[src/bus_pkg.sv]
package bus_pkg;

  // --------------------------------------------------
  // bus widths
  // --------------------------------------------------
  localparam int narrow_data_w = 32;  // master side
  localparam int wide_data_w   = 128; // memory controller side
  localparam int lane_count    = wide_data_w / narrow_data_w;
  localparam int addr_w        = 32;

  localparam logic [1:0] resp_okay = 2'b00;

  typedef logic [$clog2(lane_count)-1:0] lane_t;

  // byte address split into wide line, narrow lane and byte offset
  typedef struct packed {
    logic [addr_w-$bits(lane_t)-3:0] line;
    lane_t                           lane;     // bits 3:2
    logic [1:0]                      byte_ofs; // bits 1:0
  } addr_fields_t;

  typedef union packed {
    logic [addr_w-1:0] raw;
    addr_fields_t      f;
  } axi_addr_u;

endpackage

[src/reset_pkg.sv]
package reset_pkg;

  // reset release order, memory side first
  typedef enum logic [1:0] {
    wait_lock,  // clock source not locked
    lock_count, // locked, waiting for it to settle
    mem_init,   // memory out of reset, waiting on its own lock
    run
  } rst_state_t;

  localparam int lock_count_w_default = 8; // top bit set after 128 cycles

endpackage

[src/narrow_bus_if.sv]
`timescale 1ns/1ps

interface narrow_bus_if import bus_pkg::*; ();

  // write address
  logic [addr_w-1:0]          awaddr;
  logic                       awvalid;
  logic                       awready;
  // write data
  logic [narrow_data_w-1:0]   wdata;
  logic [narrow_data_w/8-1:0] wstrb;
  logic                       wvalid;
  logic                       wready;
  // write response
  logic [1:0]                 bresp;
  logic                       bvalid;
  logic                       bready;
  // read address
  logic [addr_w-1:0]          araddr;
  logic                       arvalid;
  logic                       arready;
  // read data
  logic [narrow_data_w-1:0]   rdata;
  logic [1:0]                 rresp;
  logic                       rvalid;
  logic                       rready;

  modport initiator (
    output awaddr, awvalid, wdata, wstrb, wvalid, bready, araddr, arvalid, rready,
    input  awready, wready, bresp, bvalid, arready, rdata, rresp, rvalid
  );

  modport wr_target (
    input  awaddr, awvalid, wdata, wstrb, wvalid, bready,
    output awready, wready, bresp, bvalid
  );

  modport rd_target (
    input  araddr, arvalid, rready,
    output arready, rdata, rresp, rvalid
  );

endinterface

[src/lane_fifo.sv]
`timescale 1ns/1ps

module lane_fifo #(
  parameter int lane_fifo_aw = 1,
  parameter int fifo_dw      = 2
) (
  input  logic               sys_clk,
  input  logic               rstn,
  input  logic               push,
  input  logic [fifo_dw-1:0] push_data,
  input  logic               pop,
  output logic [fifo_dw-1:0] head,
  output logic               full,
  output logic               empty
);
  localparam logic [lane_fifo_aw:0] depth = 1 << lane_fifo_aw;

  logic [fifo_dw-1:0]      mem [depth];
  logic [lane_fifo_aw-1:0] wr_ptr;
  logic [lane_fifo_aw-1:0] rd_ptr;
  logic [lane_fifo_aw:0]   cnt;
  logic [lane_fifo_aw:0]   cnt_nxt;

  always_comb begin
    cnt_nxt = cnt;
    if (push && !pop) begin
      cnt_nxt = cnt + 1'b1;
    end else if (pop && !push) begin
      cnt_nxt = cnt - 1'b1;
    end
  end

  always_ff @(posedge sys_clk or negedge rstn) begin
    if (!rstn) begin
      wr_ptr <= '0;
      rd_ptr <= '0;
      cnt    <= '0;
      full   <= 1'b1; // blocks new addresses until out of reset
      empty  <= 1'b1;
    end else begin
      if (push) begin
        wr_ptr <= wr_ptr + 1'b1;
      end
      if (pop) begin
        rd_ptr <= rd_ptr + 1'b1;
      end
      cnt   <= cnt_nxt;
      full  <= (cnt_nxt == depth);
      empty <= (cnt_nxt == '0);
    end
  end

  always_ff @(posedge sys_clk) begin
    if (push) begin
      mem[wr_ptr] <= push_data;
    end
  end

  assign head = mem[rd_ptr]; // lane of oldest accepted address

endmodule

[src/lock_timer.sv]
`timescale 1ns/1ps

module lock_timer import reset_pkg::*; #(
  parameter int lock_count_w = lock_count_w_default
) (
  input  logic sys_clk,
  input  logic sys_rstn,
  input  logic run,
  output logic expired
);
  logic [lock_count_w-1:0] lock_cnt;

  always_ff @(posedge sys_clk or negedge sys_rstn) begin
    if (!sys_rstn) begin
      lock_cnt <= '0;
    end else if (!run) begin
      lock_cnt <= '0;                // lock lost, start over
    end else if (lock_cnt != '1) begin
      lock_cnt <= lock_cnt + 1'b1;   // stops at all ones
    end
  end

  assign expired = lock_cnt[lock_count_w-1];

endmodule

[src/reset_sequencer.sv]
`timescale 1ns/1ps

module reset_sequencer import reset_pkg::*; #(
  parameter int lock_count_w = lock_count_w_default
) (
  input  logic sys_clk,
  input  logic sys_rstn,
  input  logic pll_locked,
  input  logic mem_locked,
  input  logic mem_sync_rst,
  output logic mem_rstn,
  output logic ui_rstn
);
  rst_state_t state;
  rst_state_t state_nxt;
  logic       timer_run;
  logic       timer_expired;

  assign timer_run = (state == lock_count);

  lock_timer #(
    .lock_count_w (lock_count_w)
  ) u_lock_timer (
    .sys_clk  (sys_clk),
    .sys_rstn (sys_rstn),
    .run      (timer_run),
    .expired  (timer_expired)
  );

  always_comb begin
    state_nxt = state;
    if (!pll_locked) begin
      state_nxt = wait_lock; // clock loss overrides everything
    end else begin
      case (state)
        wait_lock: state_nxt = lock_count;
        lock_count: begin
          if (timer_expired) begin
            state_nxt = mem_init;
          end
        end
        mem_init: begin
          if (mem_locked && !mem_sync_rst) begin
            state_nxt = run;
          end
        end
        run: begin
          if (mem_sync_rst || !mem_locked) begin
            state_nxt = mem_init; // memory side reset again
          end
        end
        default: state_nxt = wait_lock;
      endcase
    end
  end

  // outputs registered from the next state
  always_ff @(posedge sys_clk or negedge sys_rstn) begin
    if (!sys_rstn) begin
      state    <= wait_lock;
      mem_rstn <= 1'b0;
      ui_rstn  <= 1'b0;
    end else begin
      state    <= state_nxt;
      mem_rstn <= (state_nxt == mem_init) || (state_nxt == run);
      ui_rstn  <= (state_nxt == run);
    end
  end

endmodule

[src/master_select.sv]
`timescale 1ns/1ps

module master_select import bus_pkg::*; (
  input logic             sel,   // 0 picks m1, 1 picks m2
  narrow_bus_if.wr_target m1_wr,
  narrow_bus_if.rd_target m1_rd,
  narrow_bus_if.wr_target m2_wr,
  narrow_bus_if.rd_target m2_rd,
  narrow_bus_if.initiator shared
);

  // --------------------------------------------------
  // requests from the selected master
  // --------------------------------------------------
  assign shared.awaddr  = sel ? m2_wr.awaddr  : m1_wr.awaddr;
  assign shared.awvalid = sel ? m2_wr.awvalid : m1_wr.awvalid;
  assign shared.wdata   = sel ? m2_wr.wdata   : m1_wr.wdata;
  assign shared.wstrb   = sel ? m2_wr.wstrb   : m1_wr.wstrb;
  assign shared.wvalid  = sel ? m2_wr.wvalid  : m1_wr.wvalid;
  assign shared.bready  = sel ? m2_wr.bready  : m1_wr.bready;
  assign shared.araddr  = sel ? m2_rd.araddr  : m1_rd.araddr;
  assign shared.arvalid = sel ? m2_rd.arvalid : m1_rd.arvalid;
  assign shared.rready  = sel ? m2_rd.rready  : m1_rd.rready;

  // --------------------------------------------------
  // readies and responses, idle master sees nothing
  // --------------------------------------------------
  assign m1_wr.awready = sel ? 1'b0 : shared.awready;
  assign m2_wr.awready = sel ? shared.awready : 1'b0;
  assign m1_wr.wready  = sel ? 1'b0 : shared.wready;
  assign m2_wr.wready  = sel ? shared.wready : 1'b0;
  assign m1_wr.bvalid  = sel ? 1'b0 : shared.bvalid;
  assign m2_wr.bvalid  = sel ? shared.bvalid : 1'b0;
  assign m1_wr.bresp   = sel ? resp_okay : shared.bresp;
  assign m2_wr.bresp   = sel ? shared.bresp : resp_okay;

  assign m1_rd.arready = sel ? 1'b0 : shared.arready;
  assign m2_rd.arready = sel ? shared.arready : 1'b0;
  assign m1_rd.rvalid  = sel ? 1'b0 : shared.rvalid;
  assign m2_rd.rvalid  = sel ? shared.rvalid : 1'b0;
  assign m1_rd.rresp   = sel ? resp_okay : shared.rresp;
  assign m2_rd.rresp   = sel ? shared.rresp : resp_okay;
  assign m1_rd.rdata   = sel ? '0 : shared.rdata;
  assign m2_rd.rdata   = sel ? shared.rdata : '0;

endmodule

[src/write_lane_packer.sv]
`timescale 1ns/1ps

module write_lane_packer import bus_pkg::*; #(
  parameter int lane_fifo_aw = 1
) (
  input  logic                     sys_clk,
  input  logic                     ui_rstn,
  narrow_bus_if.wr_target          bus,
  output logic [addr_w-1:0]        mem_awaddr,
  output logic                     mem_awvalid,
  input  logic                     mem_awready,
  output logic [wide_data_w-1:0]   mem_wdata,
  output logic [wide_data_w/8-1:0] mem_wstrb,
  output logic                     mem_wvalid,
  input  logic                     mem_wready,
  input  logic [1:0]               mem_bresp,
  input  logic                     mem_bvalid,
  output logic                     mem_bready
);
  localparam int strb_w = narrow_data_w / 8;

  axi_addr_u aw_addr;
  axi_addr_u aw_line;
  lane_t     wr_lane;
  logic      lane_full;
  logic      lane_empty;
  logic      aw_ready;
  logic      w_ready;

  // --------------------------------------------------
  // write address
  // --------------------------------------------------
  assign aw_addr.raw = bus.awaddr;

  always_comb begin
    aw_line            = aw_addr;
    aw_line.f.lane     = '0;   // align to the wide line
    aw_line.f.byte_ofs = '0;
  end

  assign aw_ready    = mem_awready && !lane_full;
  assign bus.awready = aw_ready;
  assign mem_awvalid = bus.awvalid && aw_ready;
  assign mem_awaddr  = aw_line.raw;

  lane_fifo #(
    .lane_fifo_aw (lane_fifo_aw),
    .fifo_dw      ($bits(lane_t))
  ) u_wr_lane_fifo (
    .sys_clk   (sys_clk),
    .rstn      (ui_rstn),
    .push      (bus.awvalid && aw_ready),
    .push_data (aw_addr.f.lane),
    .pop       (bus.wvalid && w_ready),
    .head      (wr_lane),
    .full      (lane_full),
    .empty     (lane_empty)
  );

  // --------------------------------------------------
  // write data, needs an address in the fifo first
  // --------------------------------------------------
  assign w_ready    = mem_wready && !lane_empty;
  assign bus.wready = w_ready;
  assign mem_wvalid = bus.wvalid && w_ready;
  assign mem_wdata  = {lane_count{bus.wdata}}; // same word in every lane

  always_comb begin
    mem_wstrb                            = '0;
    mem_wstrb[wr_lane*strb_w +: strb_w]  = bus.wstrb;
  end

  // write response goes straight back
  assign bus.bresp  = mem_bresp;
  assign bus.bvalid = mem_bvalid;
  assign mem_bready = bus.bready;

endmodule

[src/read_lane_selector.sv]
`timescale 1ns/1ps

module read_lane_selector import bus_pkg::*; #(
  parameter int lane_fifo_aw = 1
) (
  input  logic                   sys_clk,
  input  logic                   ui_rstn,
  narrow_bus_if.rd_target        bus,
  output logic [addr_w-1:0]      mem_araddr,
  output logic                   mem_arvalid,
  input  logic                   mem_arready,
  input  logic [wide_data_w-1:0] mem_rdata,
  input  logic [1:0]             mem_rresp,
  input  logic                   mem_rvalid,
  output logic                   mem_rready
);
  axi_addr_u ar_addr;
  axi_addr_u ar_line;
  lane_t     rd_lane;
  logic      lane_full;
  logic      lane_empty;
  logic      ar_ready;

  assign ar_addr.raw = bus.araddr;

  always_comb begin
    ar_line            = ar_addr;
    ar_line.f.lane     = '0;
    ar_line.f.byte_ofs = '0;
  end

  assign ar_ready    = mem_arready && !lane_full; // room to record the lane
  assign bus.arready = ar_ready;
  assign mem_arvalid = bus.arvalid && ar_ready;
  assign mem_araddr  = ar_line.raw;

  lane_fifo #(
    .lane_fifo_aw (lane_fifo_aw),
    .fifo_dw      ($bits(lane_t))
  ) u_rd_lane_fifo (
    .sys_clk   (sys_clk),
    .rstn      (ui_rstn),
    .push      (bus.arvalid && ar_ready),
    .push_data (ar_addr.f.lane),
    .pop       (mem_rvalid && bus.rready && !lane_empty),
    .head      (rd_lane),
    .full      (lane_full),
    .empty     (lane_empty)
  );

  // narrow slice of the wide beat, lane from the oldest read
  assign bus.rdata  = mem_rdata[rd_lane*narrow_data_w +: narrow_data_w];
  assign bus.rresp  = mem_rresp;
  assign bus.rvalid = mem_rvalid;
  assign mem_rready = bus.rready;

endmodule

[src/ddr_bridge_top.sv]
`timescale 1ns/1ps

module ddr_bridge_top import bus_pkg::*; import reset_pkg::*; #(
  parameter int lock_count_w = lock_count_w_default,
  parameter int lane_fifo_aw = 1
) (
  input  logic                       sys_clk,
  input  logic                       sys_rstn,
  input  logic                       master_sel,
  input  logic                       pll_locked, mem_locked, mem_sync_rst,
  output logic                       mem_rstn, ui_rstn,
  // master 1
  input  logic [addr_w-1:0]          m1_awaddr, m1_araddr,
  input  logic [narrow_data_w-1:0]   m1_wdata,
  input  logic [narrow_data_w/8-1:0] m1_wstrb,
  input  logic                       m1_awvalid, m1_wvalid, m1_bready, m1_arvalid, m1_rready,
  output logic                       m1_awready, m1_wready, m1_bvalid, m1_arready, m1_rvalid,
  output logic [1:0]                 m1_bresp, m1_rresp,
  output logic [narrow_data_w-1:0]   m1_rdata,
  // master 2
  input  logic [addr_w-1:0]          m2_awaddr, m2_araddr,
  input  logic [narrow_data_w-1:0]   m2_wdata,
  input  logic [narrow_data_w/8-1:0] m2_wstrb,
  input  logic                       m2_awvalid, m2_wvalid, m2_bready, m2_arvalid, m2_rready,
  output logic                       m2_awready, m2_wready, m2_bvalid, m2_arready, m2_rvalid,
  output logic [1:0]                 m2_bresp, m2_rresp,
  output logic [narrow_data_w-1:0]   m2_rdata,
  // memory controller port
  output logic [addr_w-1:0]          mem_awaddr, mem_araddr,
  output logic [wide_data_w-1:0]     mem_wdata,
  output logic [wide_data_w/8-1:0]   mem_wstrb,
  output logic                       mem_awvalid, mem_wvalid, mem_bready, mem_arvalid,
  output logic                       mem_rready,
  input  logic                       mem_awready, mem_wready, mem_bvalid, mem_arready,
  input  logic                       mem_rvalid,
  input  logic [1:0]                 mem_bresp, mem_rresp,
  input  logic [wide_data_w-1:0]     mem_rdata
);
  narrow_bus_if m1_bus ();
  narrow_bus_if m2_bus ();
  narrow_bus_if shared_bus ();

  // --------------------------------------------------
  // master ports onto their bus instances
  // --------------------------------------------------
  assign m1_bus.awaddr  = m1_awaddr;
  assign m1_bus.awvalid = m1_awvalid;
  assign m1_bus.wdata   = m1_wdata;
  assign m1_bus.wstrb   = m1_wstrb;
  assign m1_bus.wvalid  = m1_wvalid;
  assign m1_bus.bready  = m1_bready;
  assign m1_bus.araddr  = m1_araddr;
  assign m1_bus.arvalid = m1_arvalid;
  assign m1_bus.rready  = m1_rready;
  assign m1_awready     = m1_bus.awready;
  assign m1_wready      = m1_bus.wready;
  assign m1_bresp       = m1_bus.bresp;
  assign m1_bvalid      = m1_bus.bvalid;
  assign m1_arready     = m1_bus.arready;
  assign m1_rdata       = m1_bus.rdata;
  assign m1_rresp       = m1_bus.rresp;
  assign m1_rvalid      = m1_bus.rvalid;

  assign m2_bus.awaddr  = m2_awaddr;
  assign m2_bus.awvalid = m2_awvalid;
  assign m2_bus.wdata   = m2_wdata;
  assign m2_bus.wstrb   = m2_wstrb;
  assign m2_bus.wvalid  = m2_wvalid;
  assign m2_bus.bready  = m2_bready;
  assign m2_bus.araddr  = m2_araddr;
  assign m2_bus.arvalid = m2_arvalid;
  assign m2_bus.rready  = m2_rready;
  assign m2_awready     = m2_bus.awready;
  assign m2_wready      = m2_bus.wready;
  assign m2_bresp       = m2_bus.bresp;
  assign m2_bvalid      = m2_bus.bvalid;
  assign m2_arready     = m2_bus.arready;
  assign m2_rdata       = m2_bus.rdata;
  assign m2_rresp       = m2_bus.rresp;
  assign m2_rvalid      = m2_bus.rvalid;

  // --------------------------------------------------
  // blocks
  // --------------------------------------------------
  reset_sequencer #(
    .lock_count_w (lock_count_w)
  ) u_reset_sequencer (
    .sys_clk      (sys_clk),
    .sys_rstn     (sys_rstn),
    .pll_locked   (pll_locked),
    .mem_locked   (mem_locked),
    .mem_sync_rst (mem_sync_rst),
    .mem_rstn     (mem_rstn),
    .ui_rstn      (ui_rstn)
  );

  master_select u_master_select (
    .sel    (master_sel),
    .m1_wr  (m1_bus),
    .m1_rd  (m1_bus),
    .m2_wr  (m2_bus),
    .m2_rd  (m2_bus),
    .shared (shared_bus)
  );

  write_lane_packer #(
    .lane_fifo_aw (lane_fifo_aw)
  ) u_write_lane_packer (
    .sys_clk     (sys_clk),
    .ui_rstn     (ui_rstn),
    .bus         (shared_bus),
    .mem_awaddr  (mem_awaddr),
    .mem_awvalid (mem_awvalid),
    .mem_awready (mem_awready),
    .mem_wdata   (mem_wdata),
    .mem_wstrb   (mem_wstrb),
    .mem_wvalid  (mem_wvalid),
    .mem_wready  (mem_wready),
    .mem_bresp   (mem_bresp),
    .mem_bvalid  (mem_bvalid),
    .mem_bready  (mem_bready)
  );

  read_lane_selector #(
    .lane_fifo_aw (lane_fifo_aw)
  ) u_read_lane_selector (
    .sys_clk     (sys_clk),
    .ui_rstn     (ui_rstn),
    .bus         (shared_bus),
    .mem_araddr  (mem_araddr),
    .mem_arvalid (mem_arvalid),
    .mem_arready (mem_arready),
    .mem_rdata   (mem_rdata),
    .mem_rresp   (mem_rresp),
    .mem_rvalid  (mem_rvalid),
    .mem_rready  (mem_rready)
  );

endmodule

[config.mk]
export PLATFORM = sky130hd
export DESIGN_NAME = ddr_bridge_top
export DESIGN_NICKNAME = d
export VERILOG_FILES = /design/src/bus_pkg.sv /design/src/reset_pkg.sv /design/src/narrow_bus_if.sv /design/src/lane_fifo.sv /design/src/lock_timer.sv /design/src/reset_sequencer.sv /design/src/master_select.sv /design/src/write_lane_packer.sv /design/src/read_lane_selector.sv /design/src/ddr_bridge_top.sv
export SDC_FILE = /design/constraint.sdc
export NUM_CORES = 1
export LEC_CHECK = 0
export BUFFER_PORTS_ARGS = -buffer_cell sky130_fd_sc_hd__buf_2
export CAP_MARGIN = 15
export CORE_AREA = 2 2 253 255
export DETAILED_ROUTE_END_ITERATION = 12
export DIE_AREA = 0 0 255 257
export GPL_TIMING_DRIVEN = 1
export HOLD_SLACK_MARGIN = 0.12
export PLACE_DENSITY = 0.37
export SETUP_SLACK_MARGIN = 0.2
export SLEW_MARGIN = 20
export SYNTH_ARGS = -nofsm -noshare
export SYNTH_HDL_FRONTEND = slang
export SYNTH_HIERARCHICAL = 1
export SYNTH_SLANG_ARGS = --single-unit
[constraint.sdc]
create_clock -name sys_clk -period 2.7 [get_ports sys_clk]
set_input_delay 0.135 -clock sys_clk [delete_from_list [all_inputs] [get_ports sys_clk]]
set_output_delay 0.135 -clock sys_clk [all_outputs]
set_load 0.01 [all_outputs]
==> results.py <==
metrics = {
    "floorplan": {
        "rows": 92,
        "die_width_um": 255,
        "initial_core_util": 0.0960,
        "die_area_sq_mm": 0.0655,
        "die_h_um": 257,
        "ios": 650,
        "core-area_sq_mm": 0.0627,
    },
    "layout": {
        "layout_commonest_cell": "buf_2",
        "drive_gt1_frac": 0.788,
        "syn_to_final_growth_pct": 46.4,
        "fin_util": 0.141,
        "fin_cells": 1874,
        "nets": 1384,
        "design_area_sq_mm": 0.00882,
        "final_cell_mix": "632 x buf_2, 58 x mux2_2, 54 x and2_1, 48 x nor2b_1, 47 x mux2_4",
    },
    "clock_network": {
        "cts_buffers": 5,
        "clk_path_buf_depth": 2,
        "path_clk_slew_ps": 60,
        "clock-sinks": 32,
        "cts_tree": "yes",
        "cts_root_buffer": "clkbuf_16",
        "clkLatencyLatePin_ps": 280,
        "cts_htree_levels": 2,
    },
    "placed_design": {
        "gp_congestion": 0.792,
        "io_buffers": 633,
        "place_ws_ps": 510,
        "place_area_sq_mm": 0.00865,
        "dpl.cell_count": 1863,
        "dp_hpwl_mm": 22.4,
    },
    "sta": {
        "finalHoldViolations": 0,
        "setup_tns_ps": 0,
        "max_freq_mhz": 427,
        "skew_ps": 7.80,
        "holdWs_ps": 132,
        "setup_viol": 0,
        "rsz0062_at_grt": "false",
        "tightestPinTransition_ps": 510,
        "slew_headroom": 0.660,
        "finalCritPeriodShare": 0.867,
        "slew_viol_final": 0,
        "period_needed_ps": 2340,
        "finalWorstSetupSlack_ps": 359,
    },
    "detailed_routing": {
        "wirelength_mm": 25.2,
        "post_drt_wl_per_cell_um": 13.4,
        "drc": 0,
        "final_antenna_net_count": 0,
        "via_per_inst": 3.04,
        "first_pass_iters": 7,
        "drt_iter0_markers": 200,
        "num_vias": 5688,
    },
    "global_routing": {
        "antenna_found_initial": 4,
        "grt_pass1_wl_mm": 33.6,
        "grt.overflow.total": 0,
        "groute.usage.overall": 0.0675,
        "grt_max_degree": 64,
        "grt_pass1_vias": 5602,
    },
    "power": {
        "p_sw_frac": 0.397,
        "combPwrFrac": 0.661,
        "p_per_area_mw_per_mm2": 433,
        "irDropWorstVdd_mv": 0.189,
        "p_leak_nw": 4.49,
        "p_int_mw": 2.30,
        "power_mw": 3.82,
        "net-switching-power_mw": 1.52,
        "p_seq_frac": 0.187,
        "clockPowerShare": 0.152,
    },
    "critical_path": {
        "path_depth": 5,
        "cp_max_fo": 32,
        "critical_path_buf_inv_count": 2,
        "crit_path_cell_trace": "mux2_2, buf_12, mux4_2, and2_1, buf_2",
        "reg2reg_from": "u_read_lane_selector/u_rd_lane_fifo/full",
        "worstPathRequired_ps": 2570,
        "cp.arrival_ps": 2210,
        "reg2reg_to": "u_read_lane_selector/u_rd_lane_fifo/cnt[1]",
        "critPathLaunch": "u_read_lane_selector/u_rd_lane_fifo/rd_ptr",
        "reg2reg_depth": 4,
        "crit_path_top_delay_cell": "mux4_2",
        "startpoint_type": "register",
        "crit_family": "multiplexers",
        "crit_type": "reg -> out",
        "rrSetupSlack_ps": 1280,
        "crit_path_end_kind": "output port",
        "cpPeakStageDelay_ps": 630,
    },
    "hold_path": {
        "hold_class": "in -> reg",
        "min_path_cells": 2,
        "hold_end": "u_reset_sequencer/state[1]",
        "hold_start": "pll_locked",
    },
    "yosys": {
        "avgSynthCellArea_sq_um": 10.1,
        "syn_area_sq_mm": 0.00602,
        "syn_inst": 597,
        "yosysWarnings": 6,
    },
    "outcome": {
        "status": "completed",
    },
    "flow_run": {
        "drv_cap": 0,
    },
}
-- area by class of cell --
class                   count  area (sq um)
diodes                      2          5.00
clock buffers               7           143
clock inverters             1          7.51
fillers                  7176         53900
inverters                   6          22.5
multi-input cells         334          3420
flip-flops and latches     32           846
well taps                 846          1060
repair buffers            646          3310
-- routing by layer --
metal / GRT usage / vias up / wire length, um
met1: 0.0719 / 2623 / 9280
met2: 0.135 / 353 / 13200
met5: 0 / - / 0
met4: 0.0153 / 0 / 502
met3: 0.0112 / 14 / 2130
li1: - / 2698 / -
-- power groups by stage --
stage | clock, mW | combinational (mW) | sequential (mW)
after floorplan | 0 | 1.91 | 0.702
after global placement | 0 | 2.55 | 0.723
after detailed placement | 0 | 2.55 | 0.725
after CTS | 0.616 | 2.56 | 0.718
after global routing | 0.632 | 2.76 | 0.736
final | 0.581 | 2.52 | 0.716
-- state kept, by name (all words and copies together) (netlist names) --
register and cells:
u_reset_sequencer/mem_rstn 1, u_reset_sequencer/u_lock_timer/lock_cnt 8, u_write_lane_packer/u_wr_lane_fifo/wr_ptr 1, u_write_lane_packer/u_wr_lane_fifo/cnt 2, u_read_lane_selector/u_rd_lane_fifo/mem 4, u_read_lane_selector/u_rd_lane_fifo/full 1
u_write_lane_packer/u_wr_lane_fifo/mem 4, u_write_lane_packer/u_wr_lane_fifo/rd_ptr 1, u_reset_sequencer/ui_rstn 1, u_read_lane_selector/u_rd_lane_fifo/empty 1, u_write_lane_packer/u_wr_lane_fifo/empty 1, u_read_lane_selector/u_rd_lane_fifo/rd_ptr 1
u_read_lane_selector/u_rd_lane_fifo/wr_ptr 1, u_read_lane_selector/u_rd_lane_fifo/cnt 2, u_reset_sequencer/state 2, u_write_lane_packer/u_wr_lane_fifo/full 1
-- repair_timing --
action	in CTS	in global routing
hold buffers	1	0
buffers inserted	0	0
gates resized for setup	0	2
endpoints found under the setup margin	0	4
endpoints found under the hold margin	12	0
-- how the worst max path moves through the flow --
stage	slack [ps]	endpoint
floorplan	940	mem_wstrb[0]
global placement	560	mem_wstrb[1]
detailed placement	510	mem_wstrb[1]
CTS	210	mem_wstrb[1]
global route	230	mem_wstrb[1]
finish	360	m2_rdata[31]
No activity file was read; power rests on OpenSTA's default activity.
